$ cat config.mk
export PLATFORM = sky130hd
export DESIGN_NAME = board_status_top
export DESIGN_NICKNAME = d
export VERILOG_FILES = /design/src/design/board_status_pkg.sv /design/src/design/run_status_regs.sv /design/src/design/seg_scan_ctrl.sv /design/src/design/board_led_ctrl.sv /design/src/design/board_status_top.sv
export SDC_FILE = /design/constraint.sdc
export NUM_CORES = 1
export LEC_CHECK = 0
export BUFFER_PORTS_ARGS = -buffer_cell sky130_fd_sc_hd__clkbuf_2
export CORE_ASPECT_RATIO = 1.5
export CORE_MARGIN = 10
export CORE_UTILIZATION = 54
export DETAILED_ROUTE_END_ITERATION = 7
export GPL_TIMING_DRIVEN = 0
export PLACE_DENSITY_LB_ADDON = 0.08
export RECOVER_POWER = 50
export SLEW_MARGIN = 10
export SYNTH_ARGS = -nofsm -noshare
export SYNTH_HDL_FRONTEND = slang
export SYNTH_SLANG_ARGS = --single-unit
$ cat constraint.sdc
create_clock -name CORE_CLK -period 3.3 [get_ports CORE_CLK]
set_input_delay 0.66 -clock CORE_CLK [delete_from_list [all_inputs] [get_ports CORE_CLK]]
set_output_delay 0.66 -clock CORE_CLK [all_outputs]
set_load 0.01 [all_outputs]
$ cat src/design/board_status_pkg.sv
`default_nettype none

package board_status_pkg;

    // display and timing
    localparam int DIGITS        = 8;
    localparam int SCAN_DIV      = 16;
    localparam int LOAD_STEP     = 64;
    localparam int HEARTBEAT_DIV = 256;
    localparam int DISP_SHIFT    = 10;
    localparam int PWM_BITS      = 12;

    localparam int DIGIT_BITS = $clog2(DIGITS);
    localparam int SCAN_BITS  = $clog2(SCAN_DIV);
    localparam int LOAD_BITS  = $clog2(LOAD_STEP);
    localparam int HB_BITS    = $clog2(HEARTBEAT_DIV);

    // core mode field values
    localparam logic [3:0] MODE_RUN  = 4'd0;
    localparam logic [3:0] MODE_BOOT = 4'd1;

    // breathing phase offsets and per-period steps
    localparam logic [PWM_BITS:0] PHASE_INIT_B = 13'd0;
    localparam logic [PWM_BITS:0] PHASE_INIT_G = 13'd64;
    localparam logic [PWM_BITS:0] PHASE_INIT_R = 13'd512;
    localparam logic [PWM_BITS:0] PHASE_STEP_B = 13'd2;
    localparam logic [PWM_BITS:0] PHASE_STEP_G = 13'd3;
    localparam logic [PWM_BITS:0] PHASE_STEP_R = 13'd5;

    typedef logic [31:0] word_t;
    typedef logic [63:0] cnt64_t;

    // segment bits are {dp, a, b, c, d, e, f, g}, active high
    localparam logic [7:0] HEX_SEG [16] = '{
        8'b01111110, 8'b00110000, 8'b01101101, 8'b01111001,
        8'b00110011, 8'b01011011, 8'b01011111, 8'b01110000,
        8'b01111111, 8'b01111011, 8'b01110111, 8'b00011111,
        8'b01001110, 8'b00111101, 8'b01001111, 8'b01000111
    };

    // reads "ArchProc" from the leftmost digit
    localparam logic [7:0] BANNER_SEG [DIGITS] = '{
        8'b00001101, 8'b00011101, 8'b00000101, 8'b01100111,
        8'b00010111, 8'b00001101, 8'b00000101, 8'b01110111
    };

    // blanks, "Loading", then two dots
    localparam logic [7:0] LOAD_FRAME [16] = '{
        8'b00000000, 8'b00000000, 8'b00000000, 8'b00000000,
        8'b00000000, 8'b00000000, 8'b00000000, 8'b00001110,
        8'b00011101, 8'b01111101, 8'b00111101, 8'b00010000,
        8'b00010101, 8'b11111011, 8'b10000000, 8'b10000000
    };

    typedef enum logic [1:0] {
        PRIV_U = 2'd0,
        PRIV_S = 2'd1,
        PRIV_M = 2'd3
    } priv_e;

    typedef struct packed {
        logic up;
        logic down;
        logic left;
        logic right;
        logic center;
    } buttons_t;

    typedef struct packed {
        cnt64_t mtime;
        cnt64_t mtimecmp;
        word_t  pc;
        word_t  ir;
        word_t  checksum;
    } probe_t;

    typedef struct packed {
        logic       init_done;
        logic       init_start;
        logic       halt;
        logic       finish;
        logic       busy;
        logic       data_we;
        priv_e      priv;
        logic [3:0] mode;
    } core_status_t;

    // both bytes active low
    typedef struct packed {
        logic [7:0]        sg;
        logic [DIGITS-1:0] an;
    } seg_drive_t;

    typedef struct packed {
        logic blue;
        logic green;
        logic red;
    } rgb_t;

endpackage

`default_nettype wire

$ cat src/design/run_status_regs.sv
`timescale 1ns/1ps
`default_nettype none

module run_status_regs (
    input  logic                          CORE_CLK,
    input  logic                          rst,
    input  board_status_pkg::core_status_t core,
    input  board_status_pkg::probe_t      probe,
    input  board_status_pkg::buttons_t    buttons,
    output logic                          loading,
    output logic                          running,
    output board_status_pkg::word_t       disp_word,
    output logic                          core_stall
);
    import board_status_pkg::*;

    cnt64_t run_cnt;
    word_t  view_word;

    // sticky stop cleared only by reset
    always_ff @(posedge CORE_CLK) begin
        if (rst) begin
            core_stall <= 1'b0;
        end else if (core.halt || core.finish || buttons.center) begin
            core_stall <= 1'b1;
        end
    end

    // counts cycles the core actually runs
    always_ff @(posedge CORE_CLK) begin
        if (rst) begin
            run_cnt <= '0;
        end else if (core.init_done && !core_stall && core.mode == MODE_RUN) begin
            run_cnt <= run_cnt + 64'd1;
        end
    end

    always_ff @(posedge CORE_CLK) begin
        if (rst) begin
            loading <= 1'b0;
            running <= 1'b0;
        end else begin
            running <= core.init_done;
            if (core.init_start && !core.init_done) begin
                loading <= 1'b1;
            end else if (core.init_done) begin
                loading <= 1'b0;
            end
        end
    end

    // button view select in priority order
    always_comb begin
        if (buttons.up) begin
            view_word = run_cnt[DISP_SHIFT +: 32];
        end else if (buttons.down) begin
            view_word = probe.checksum;
        end else if (buttons.center) begin
            view_word = probe.mtimecmp[31:0];
        end else if (buttons.left) begin
            view_word = probe.pc;
        end else if (buttons.right) begin
            view_word = probe.ir;
        end else begin
            view_word = probe.mtime[DISP_SHIFT +: 32];
        end
    end

    always_ff @(posedge CORE_CLK) begin
        if (rst) begin
            disp_word <= '0;
        end else begin
            disp_word <= view_word;
        end
    end

endmodule

`default_nettype wire

$ cat src/design/seg_scan_ctrl.sv
`timescale 1ns/1ps
`default_nettype none

module seg_scan_ctrl (
    input  logic                         CORE_CLK,
    input  logic                         rst,
    input  logic                         loading,
    input  logic                         running,
    input  board_status_pkg::word_t      disp_word,
    output board_status_pkg::seg_drive_t seg
);
    import board_status_pkg::*;

    logic [SCAN_BITS-1:0]  scan_cnt;
    logic                  scan_tick;
    logic [DIGIT_BITS-1:0] digit;
    logic [DIGIT_BITS-1:0] lit_digit;
    logic [3:0]            nibble;
    logic [LOAD_BITS-1:0]  load_cnt;
    logic [3:0]            load_step;
    logic [3:0]            frame_idx;
    logic [7:0]            pattern;

    assign scan_tick = (scan_cnt == '0);

    // scan divider
    always_ff @(posedge CORE_CLK) begin
        if (rst) begin
            scan_cnt <= '0;
        end else if (scan_cnt == SCAN_BITS'(SCAN_DIV - 1)) begin
            scan_cnt <= '0;
        end else begin
            scan_cnt <= scan_cnt + 1'b1;
        end
    end

    // digit counter and anode drive
    always_ff @(posedge CORE_CLK) begin
        if (rst) begin
            digit     <= '0;
            lit_digit <= '0;
            seg.an    <= '1;
        end else if (scan_tick) begin
            if (digit == DIGIT_BITS'(DIGITS - 1)) begin
                digit <= '0;
            end else begin
                digit <= digit + 1'b1;
            end
            lit_digit <= digit;
            seg.an    <= ~(DIGITS'(1) << digit);
        end
    end

    // nibble shown with the new anode
    always_ff @(posedge CORE_CLK) begin
        if (rst) begin
            nibble <= '0;
        end else if (scan_tick) begin
            nibble <= disp_word[{digit, 2'b00} +: 4];
        end
    end

    // loading scroll steps once per LOAD_STEP loading cycles
    always_ff @(posedge CORE_CLK) begin
        if (rst) begin
            load_cnt  <= '0;
            load_step <= '0;
        end else if (loading) begin
            if (load_cnt == LOAD_BITS'(LOAD_STEP - 1)) begin
                load_cnt <= '0;
            end else begin
                load_cnt <= load_cnt + 1'b1;
            end
            if (load_cnt == '0) begin
                load_step <= load_step + 4'd1;
            end
        end
    end

    // leftmost digit shows the lowest strip entry
    assign frame_idx = load_step + 4'd7 - 4'(lit_digit);

    always_comb begin
        if (loading) begin
            pattern = LOAD_FRAME[frame_idx];
        end else if (running) begin
            pattern = HEX_SEG[nibble];
        end else begin
            pattern = BANNER_SEG[lit_digit];
        end
    end

    // segments lag the anode by one cycle
    always_ff @(posedge CORE_CLK) begin
        if (rst) begin
            seg.sg <= '1;
        end else begin
            seg.sg <= ~pattern;
        end
    end

endmodule

`default_nettype wire

$ cat src/design/board_led_ctrl.sv
`timescale 1ns/1ps
`default_nettype none

module board_led_ctrl (
    input  logic                          CORE_CLK,
    input  logic                          rst,
    input  board_status_pkg::core_status_t core,
    input  logic                          led_off,
    output logic [15:0]                   led,
    output board_status_pkg::rgb_t        rgb
);
    import board_status_pkg::*;

    logic [HB_BITS-1:0]  hb_cnt;
    logic [PWM_BITS-1:0] pwm_cnt;
    logic [PWM_BITS:0]   phase_b;
    logic [PWM_BITS:0]   phase_g;
    logic [PWM_BITS:0]   phase_r;
    logic [3:0]          blink_cnt;
    rgb_t                breathe;
    rgb_t                rgb_next;

    // top phase bit flips the duty direction so the LED fades both ways
    function automatic logic pwm_bit(input logic [PWM_BITS:0] phase,
                                     input logic [PWM_BITS-1:0] ramp);
        if (phase[PWM_BITS]) begin
            return phase[PWM_BITS-1:0] < ramp;
        end
        return phase[PWM_BITS-1:0] >= ramp;
    endfunction

    // heartbeat and status LEDs
    always_ff @(posedge CORE_CLK) begin
        if (rst) begin
            hb_cnt <= '0;
            led    <= '0;
        end else begin
            if (hb_cnt == HB_BITS'(HEARTBEAT_DIV - 1)) begin
                hb_cnt <= '0;
                led[0] <= ~led[0];
            end else begin
                hb_cnt <= hb_cnt + 1'b1;
            end
            led[3:1]  <= {core.busy, core.data_we, core.init_done};
            led[15:4] <= '0;
        end
    end

    // PWM ramp and the three breathing phases
    always_ff @(posedge CORE_CLK) begin
        if (rst) begin
            pwm_cnt   <= '0;
            blink_cnt <= '0;
            phase_b   <= PHASE_INIT_B;
            phase_g   <= PHASE_INIT_G;
            phase_r   <= PHASE_INIT_R;
        end else begin
            pwm_cnt   <= pwm_cnt + 1'b1;
            blink_cnt <= blink_cnt + 4'd1;
            if (pwm_cnt == '0) begin
                phase_b <= phase_b + PHASE_STEP_B;
                phase_g <= phase_g + PHASE_STEP_G;
                phase_r <= phase_r + PHASE_STEP_R;
            end
        end
    end

    assign breathe.blue  = pwm_bit(phase_b, pwm_cnt);
    assign breathe.green = pwm_bit(phase_g, pwm_cnt);
    assign breathe.red   = pwm_bit(phase_r, pwm_cnt);

    always_comb begin
        rgb_next = '0;
        if (led_off) begin
            rgb_next = '0;
        end else if (core.mode == MODE_BOOT) begin
            rgb_next = breathe;
        end else if (core.init_done && blink_cnt == 4'd0) begin
            // short flash in the privilege colour
            case (core.priv)
                PRIV_U:  rgb_next.blue  = 1'b1;
                PRIV_S:  rgb_next.green = 1'b1;
                PRIV_M:  rgb_next.red   = 1'b1;
                default: rgb_next = '0;
            endcase
        end
    end

    always_ff @(posedge CORE_CLK) begin
        if (rst) begin
            rgb <= '0;
        end else begin
            rgb <= rgb_next;
        end
    end

endmodule

`default_nettype wire

$ cat src/design/board_status_top.sv
`timescale 1ns/1ps
`default_nettype none

module board_status_top (
    input  logic                          CORE_CLK,
    input  logic                          rst,
    input  board_status_pkg::core_status_t core,
    input  board_status_pkg::probe_t      probe,
    input  board_status_pkg::buttons_t    buttons,
    input  logic                          led_off,
    output board_status_pkg::seg_drive_t  seg,
    output logic [15:0]                   led,
    output board_status_pkg::rgb_t        rgb,
    output logic                          core_stall
);
    import board_status_pkg::*;

    logic  loading;
    logic  running;
    word_t disp_word;

    // run state and selected probe word
    run_status_regs u_regs (
        .CORE_CLK   (CORE_CLK),
        .rst        (rst),
        .core       (core),
        .probe      (probe),
        .buttons    (buttons),
        .loading    (loading),
        .running    (running),
        .disp_word  (disp_word),
        .core_stall (core_stall)
    );

    seg_scan_ctrl u_scan (
        .CORE_CLK  (CORE_CLK),
        .rst       (rst),
        .loading   (loading),
        .running   (running),
        .disp_word (disp_word),
        .seg       (seg)
    );

    board_led_ctrl u_led (
        .CORE_CLK (CORE_CLK),
        .rst      (rst),
        .core     (core),
        .led_off  (led_off),
        .led      (led),
        .rgb      (rgb)
    );

endmodule

`default_nettype wire

### Word level (Yosys, flattened, before mapping)

Memories as Yosys holds them, arrays and structs flattened.
Index checks and enable logic that the tools add are counted.

* memories: 3
* output and inout port bits: 36
* ROM bits: 320
* register bits: 221
* memory bits (writable): 0
* input port bits: 244
* latch bits: 0
* word-level logic and storage cells: 115

Memories
* (name not given): depth 16, width 8, rd ports 1, clocked after Yosys merged registers in 0, write ports 0, line seg_scan_ctrl.sv:85 `pattern = LOAD_FRAME[frame_idx];`
* (name not given): depth 16, width 8, rd ports 1, clocked after Yosys merged registers in 0, write ports 0, line seg_scan_ctrl.sv:87 `pattern = HEX_SEG[nibble];`
* (name not given): depth 8, width 8, rd ports 1, clocked after Yosys merged registers in 0, write ports 0, line seg_scan_ctrl.sv:89 `pattern = BANNER_SEG[lit_digit];`

* multiply operators: 0
* $lt $le $gt $ge: 9
* bitwise operators: 6
* multiplexer cells: 31
* shifts and indexed selects: 2
* reductions and logical operators: 19
* add/subtract/negate cells: 13
* divide/modulo/power cells: 0
* eq/ne operators: 7

Operator list (count)
* $mux 32: 5
* $add 64x1->64 const B: 1
* $mux 8: 8
* $ge 12x12->1: 3
* $lt 12x12->1: 3
* $shiftx 32x6->4: 1
* $add 13x2->13 const B: 2
* $not 8->8: 2
* $mux 1: 14
* $add 13x3->13 const B: 1
* $add 12x1->12 const B: 1
* $add 4x1->4 const B: 3
* $logic_not 12->1: 1
* $logic_not 4->1: 3
* $ge 5x5->1 const B: 2
* $not 4->5: 2
* $mux 3: 3
* $add 8x1->8 const B: 1
* $eq 8x8->1 const B: 1
* $shl 1x3->8 const A: 1
* $add 6x1->6 const B: 1
* $eq 6x6->1 const B: 1
* $logic_not 6->1: 1
* $mux 6: 1
* other kinds (18): 25

### Longest topological paths before layout

* depth after elaboration: 8
* gate-level depth with buffers: 11
* depth with buffers taken out: 11

### Hierarchy

A second synthesis with hierarchy kept.

* cell total of the unflattened synthesis: 1244
* area total of the unflattened synthesis: 10702.8 um^2

By module, submodules not included
* run_status_regs: instances 1, sequential area each 1541.5 um^2, area an instance 4460.5 um^2, cells each 537
* board_led_ctrl: instances 1, sequential area each 1381.3 um^2, area an instance 3824.9 um^2, cells each 440
* seg_scan_ctrl: instances 1, sequential area each 800.8 um^2, area an instance 2417.3 um^2, cells each 267

### Worst setup path after synthesis

OpenSTA, ideal clock, no wires.

* path kind: register to register
* start: register u_scan.lit_digit[1]
* end: register, netlist name u_scan.seg[9]
* path slack: 0.892 ns
* arrival time: 2.285 ns
* clock period less this slack: 2.408 ns
* buffers on the path: 0
* required time: 3.177 ns
* setup time: 0.123 ns
* stages on the path, launching flop included: 12
* cells stage by stage: dfxtp_1 > inv_1 > ha_1 > ha_1 > inv_1 > fa_1 > xor2_1 > xnor2_1 > nand2_1 > a21oi_1 > mux2i_1 > or2_2

* word-level cells in the longest chain between the ends: 7
* elaborated cells on any way between the ends: 12
* those cells by class: 1 x add/sub; 6 x mux; 3 x bitwise; 2 x memory

RTL lines
* start: declaration: line seg_scan_ctrl.sv:17 `logic [DIGIT_BITS-1:0] lit_digit;`
* start signal: assignment: line seg_scan_ctrl.sv:49 `lit_digit <= digit;`
* $sub 4x3->4 / $not 3->4 (equally long branches): line seg_scan_ctrl.sv:81, seg_scan_ctrl.sv:89
* $not 4->5 (not written as such) / $mem_v2 8x8 (equally long branches)
* $mem_v2 16x8 / $mux 8 (equally long branches)
* $mux 8 (on tied branches): line seg_scan_ctrl.sv:85, seg_scan_ctrl.sv:89
* $mux 8 (on tied branches): line seg_scan_ctrl.sv:85, seg_scan_ctrl.sv:86
* $mux 8 *: line seg_scan_ctrl.sv:84 `if (loading) begin`
* $not 8->8 *: line seg_scan_ctrl.sv:98 `seg.sg <= ~pattern;`

Every way passes the cells marked *; elsewhere a longest branch is shown, timed or not. The select of a mux whose other input is x is not followed.
A chain may end at the register's enable or synchronous reset.

### Worst setup path after layout

* start: register u_scan.lit_digit[1]
* end: register, netlist name u_scan.seg[9]

* word-level cells in the longest chain between the ends: 7
* elaborated cells on any way between the ends: 12
* those cells by class: 1 x add/sub; 6 x mux; 3 x bitwise; 2 x memory

RTL lines (line)
* $sub 4x3->4 / $not 3->4 (equally long branches): seg_scan_ctrl.sv:81, seg_scan_ctrl.sv:89
* $not 4->5 (not written as such) / $mem_v2 8x8 (equally long branches)
* $mem_v2 16x8 / $mux 8 (equally long branches)
* $mux 8 (on tied branches): seg_scan_ctrl.sv:85, seg_scan_ctrl.sv:89
* $mux 8 (on tied branches): seg_scan_ctrl.sv:85, seg_scan_ctrl.sv:86
* $mux 8 *: seg_scan_ctrl.sv:84
* $not 8->8 *: seg_scan_ctrl.sv:98

Marks and branches as above.

==> metrics <==
status finished, final reports clean; H-tree levels 4; PortBufs 197; largest net degree at the start of global routing 17; layer with the highest usage met2; Pwr Density 432 mW/mm^2; DPL Wire Length 24.0 mm; area delta synth->final 17.9%; first-pass GRT wire length 48.2 mm; drt pass-1 iters 5; setup bufs post-CTS 0; I/O pins 280; clock-pin slew on the worst setup and hold paths 0.07 ns; synthesized instance count 1256; endpoint class of the critical path flip-flop; clk sink count 185; highest-count cells in the layout ignoring fill and taps dfxtp_1, nor2_1, clkbuf_2; final RePlAce weighted congestion 0.857; Place WS 0.617 ns; FMAX 372 MHz; routed via count 9491; met2 GRT Util 43.3%; share of cells above drive strength 1 17.0%; Finished Layout Cells 1750; Multi-input gate area 0.00624 mm^2; Iter 0 DRT Violations 358; Hold Crit Depth 2; area of the mapped netlist 0.0105 mm^2; crit path kind reg2reg; worst hold start led_off; Post-synth top flop dfxtp_1; Layout fillers 1767; Slew Limit Fails 0; Core Area 0.0191 mm^2; Leak 5.06 nW; syn avg cell area 8.34 um^2; crit share post-route 81.4%; met1 Use GR 23.5%; actual slew at the worst max-slew pin 0.687 ns; Total Routing Usage GR 23.3%; Residual DRC 0; overall power 5.34 mW; Final Instance Area 0.0124 mm^2; Sequential Area 0.00370 mm^2; Synth cell types 63; EDFF count, synth 0; HP Class in2reg; Hold Path End u_led.rgb[0]$_SDFF_PP0_; reg2reg path depth 11; clk_skew 0.00756 ns; clock latency on the worst-skew pair 0.43 ns; minimum clock period after layout 2.69 ns; Placed Area 0.0118 mm^2; sequential-to-total area share from yosys stat 35.4%; Rows 62; RSZ-0062 raised after global routing false; CP arrival 3.00 ns; VDD IR-drop max 405 uV; Num CTS Buffers 17; final hold violation count 0; cts hold-fix bufs 0; CP startpoint kind flip-flop; FF-to-FF setup slack 0.61 ns; grt ovf 0; final WL 29.8 mm; die height 191 um; Resized Gates After CTS 0; Yosys warning count 0; crit-path max FO 8; FF-to-FF End u_scan.seg[9]$_SDFF_PP1_; maximum buffer depth of the clock tree 2; vias in the first global route 9829; max_cap viols 0; Vias/cell 5.42; Die Area 0.0255 mm^2; Worst Path Required 3.61 ns; final setup vio count 0; initial antenna violation count 0; Synth async-reset ratio 0%; setup TNS 0 ns; most common cell after layout, fill and taps aside dfxtp_1; worst r2r src u_scan.lit_digit[1]$_SDFFE_PP0N_; Rel. slew slack 54.2%; synthesized flop and latch total 185; Antenna diodes 0; setup ws final 0.615 ns; M3 GR Usage 5.99%; Starting Density 54.9%; Antenna Nets Post-Route 0; nets@finish 1798; CTS tree done; Die Width 134 um; dpl cells 1720; drt wl/cell 17.1 um; CTS root buf clkbuf_16
-- worst max path at each step --
stage / start / endpoint / slack [ns] / cells after the start
finish: u_scan.lit_digit[1]$_SDFFE_PP0N_ / u_scan.seg[9]$_SDFF_PP1_ / 0.61 / 11
global route: u_scan.lit_digit[1]$_SDFFE_PP0N_ / u_scan.seg[9]$_SDFF_PP1_ / 0.33 / 11
CTS: u_scan.lit_digit[1]$_SDFFE_PP0N_ / u_scan.seg[9]$_SDFF_PP1_ / 0.61 / 11
detailed placement: u_scan.lit_digit[1]$_SDFFE_PP0N_ / u_scan.seg[9]$_SDFF_PP1_ / 0.62 / 11
global placement: u_scan.lit_digit[1]$_SDFFE_PP0N_ / u_scan.seg[9]$_SDFF_PP1_ / 0.68 / 11
floorplan: u_scan.lit_digit[1]$_SDFFE_PP0N_ / u_scan.seg[9]$_SDFF_PP1_ / 0.89 / 11
-- sequential cells by signal (all words and copies together) (netlist names) --
| register | flops |
|---|---|
| u_led.pwm_cnt | 12 |
| u_led.phase_g | 13 |
| u_led.rgb | 3 |
| u_regs.run_cnt | 42 |
| u_led.phase_b | 12 |
| u_scan.load_step | 4 |
| u_led.blink_cnt | 4 |
| u_scan.scan_cnt | 4 |
| u_led.hb_cnt | 8 |
| u_led.phase_r | 13 |
| u_scan.nibble | 4 |
| u_scan.digit | 3 |
| u_scan.load_cnt | 6 |
| u_regs.core_stall | 1 |
| u_scan.lit_digit | 3 |
| u_scan.seg | 16 |
| u_regs.disp_word | 32 |
| u_led.led | 4 |
| u_regs.loading | 1 |
-- report_power, final --
| group | leakage [nW] | internal, mW | switching (mW) |
|---|---|---|---|
| registers | 1.51 | 2.33 | 0.0812 |
| logic | 3.28 | 0.402 | 0.507 |
| clock network | 0.273 | 1.13 | 0.888 |
| total | 5.06 | 3.86 | 1.48 |
-- synthesized netlist by cell type, drive strengths merged, types with 9 or more instances --
master,count,share of area (%)
a211oi,37,2.7
a21oi,87,4.2
and3,20,1.2
buf,34,1.9
clkbuf,51,1.9
dfxtp,185,35
ha,70,8.4
inv,45,1.6
mux2i,38,3.6
mux4,9,1.9
nand2,107,3.8
nand2b,15,0.90
nand3,49,2.6
nand4,17,1.4
nor2,184,6.6
nor2b,39,2.3
nor3,16,0.81
nor4,13,1.2
o21ai,46,2.2
o32ai,32,2.7
or3,16,0.96
xnor2,45,3.8
xor2,46,3.8
-- metal layers --
layer / vias up / share of wire (%)
li1: 4794 / -
met1: 4355 / 38
met2: 279 / 52
met3: 63 / 6.1
met4: 0 / 4.1
met5: - / 0
-- through the flow --
step	utilization [%]	hold slack, ns
4_1_cts	64.9	0.418
5_1_grt	64.7	0.421
3_5_place_dp	62.0	0.452
6_report	64.7	0.426
2_1_floorplan	-	0.426
3_3_place_gp	62.0	0.440
-- logic make-up after synthesis --
kind of cell    count (synthesis)  synth area share, %
xor+xnor                       91                 7.61
compound gates                228                 13.7
fa+ha+maj                      71                 8.55
flops                         185                 35.4
buf+inv                       131                 5.39
mux                            48                 5.67
other cells                     1               0.0358
simple gates                  501                 23.7
-- layout make-up --
| class | count | area share, % |
|---|---|---|
| clock buffer | 20 | 3.62 |
| sequential | 185 | 30.0 |
| clock inverter | 10 | 0.973 |
| tap | 256 | 2.59 |
| inverter | 46 | 1.40 |
| buffer | 85 | 3.16 |
| multi-input combinational | 951 | 50.5 |
| timing repair buffer | 197 | 7.75 |
-- worst max-delay path, cell delays in order, from the launching register on --
cell and delay, ns:
dfxtp_1 0.36, inv_1 0.07, ha_1 0.29, ha_1 0.14
inv_1 0.04, fa_1 0.37, xor2_1 0.16, xnor2_1 0.47
nand2_1 0.12, a21oi_1 0.19, mux2i_1 0.08, or2_2 0.28
Note: power is estimated with default switching activity, not from simulation.
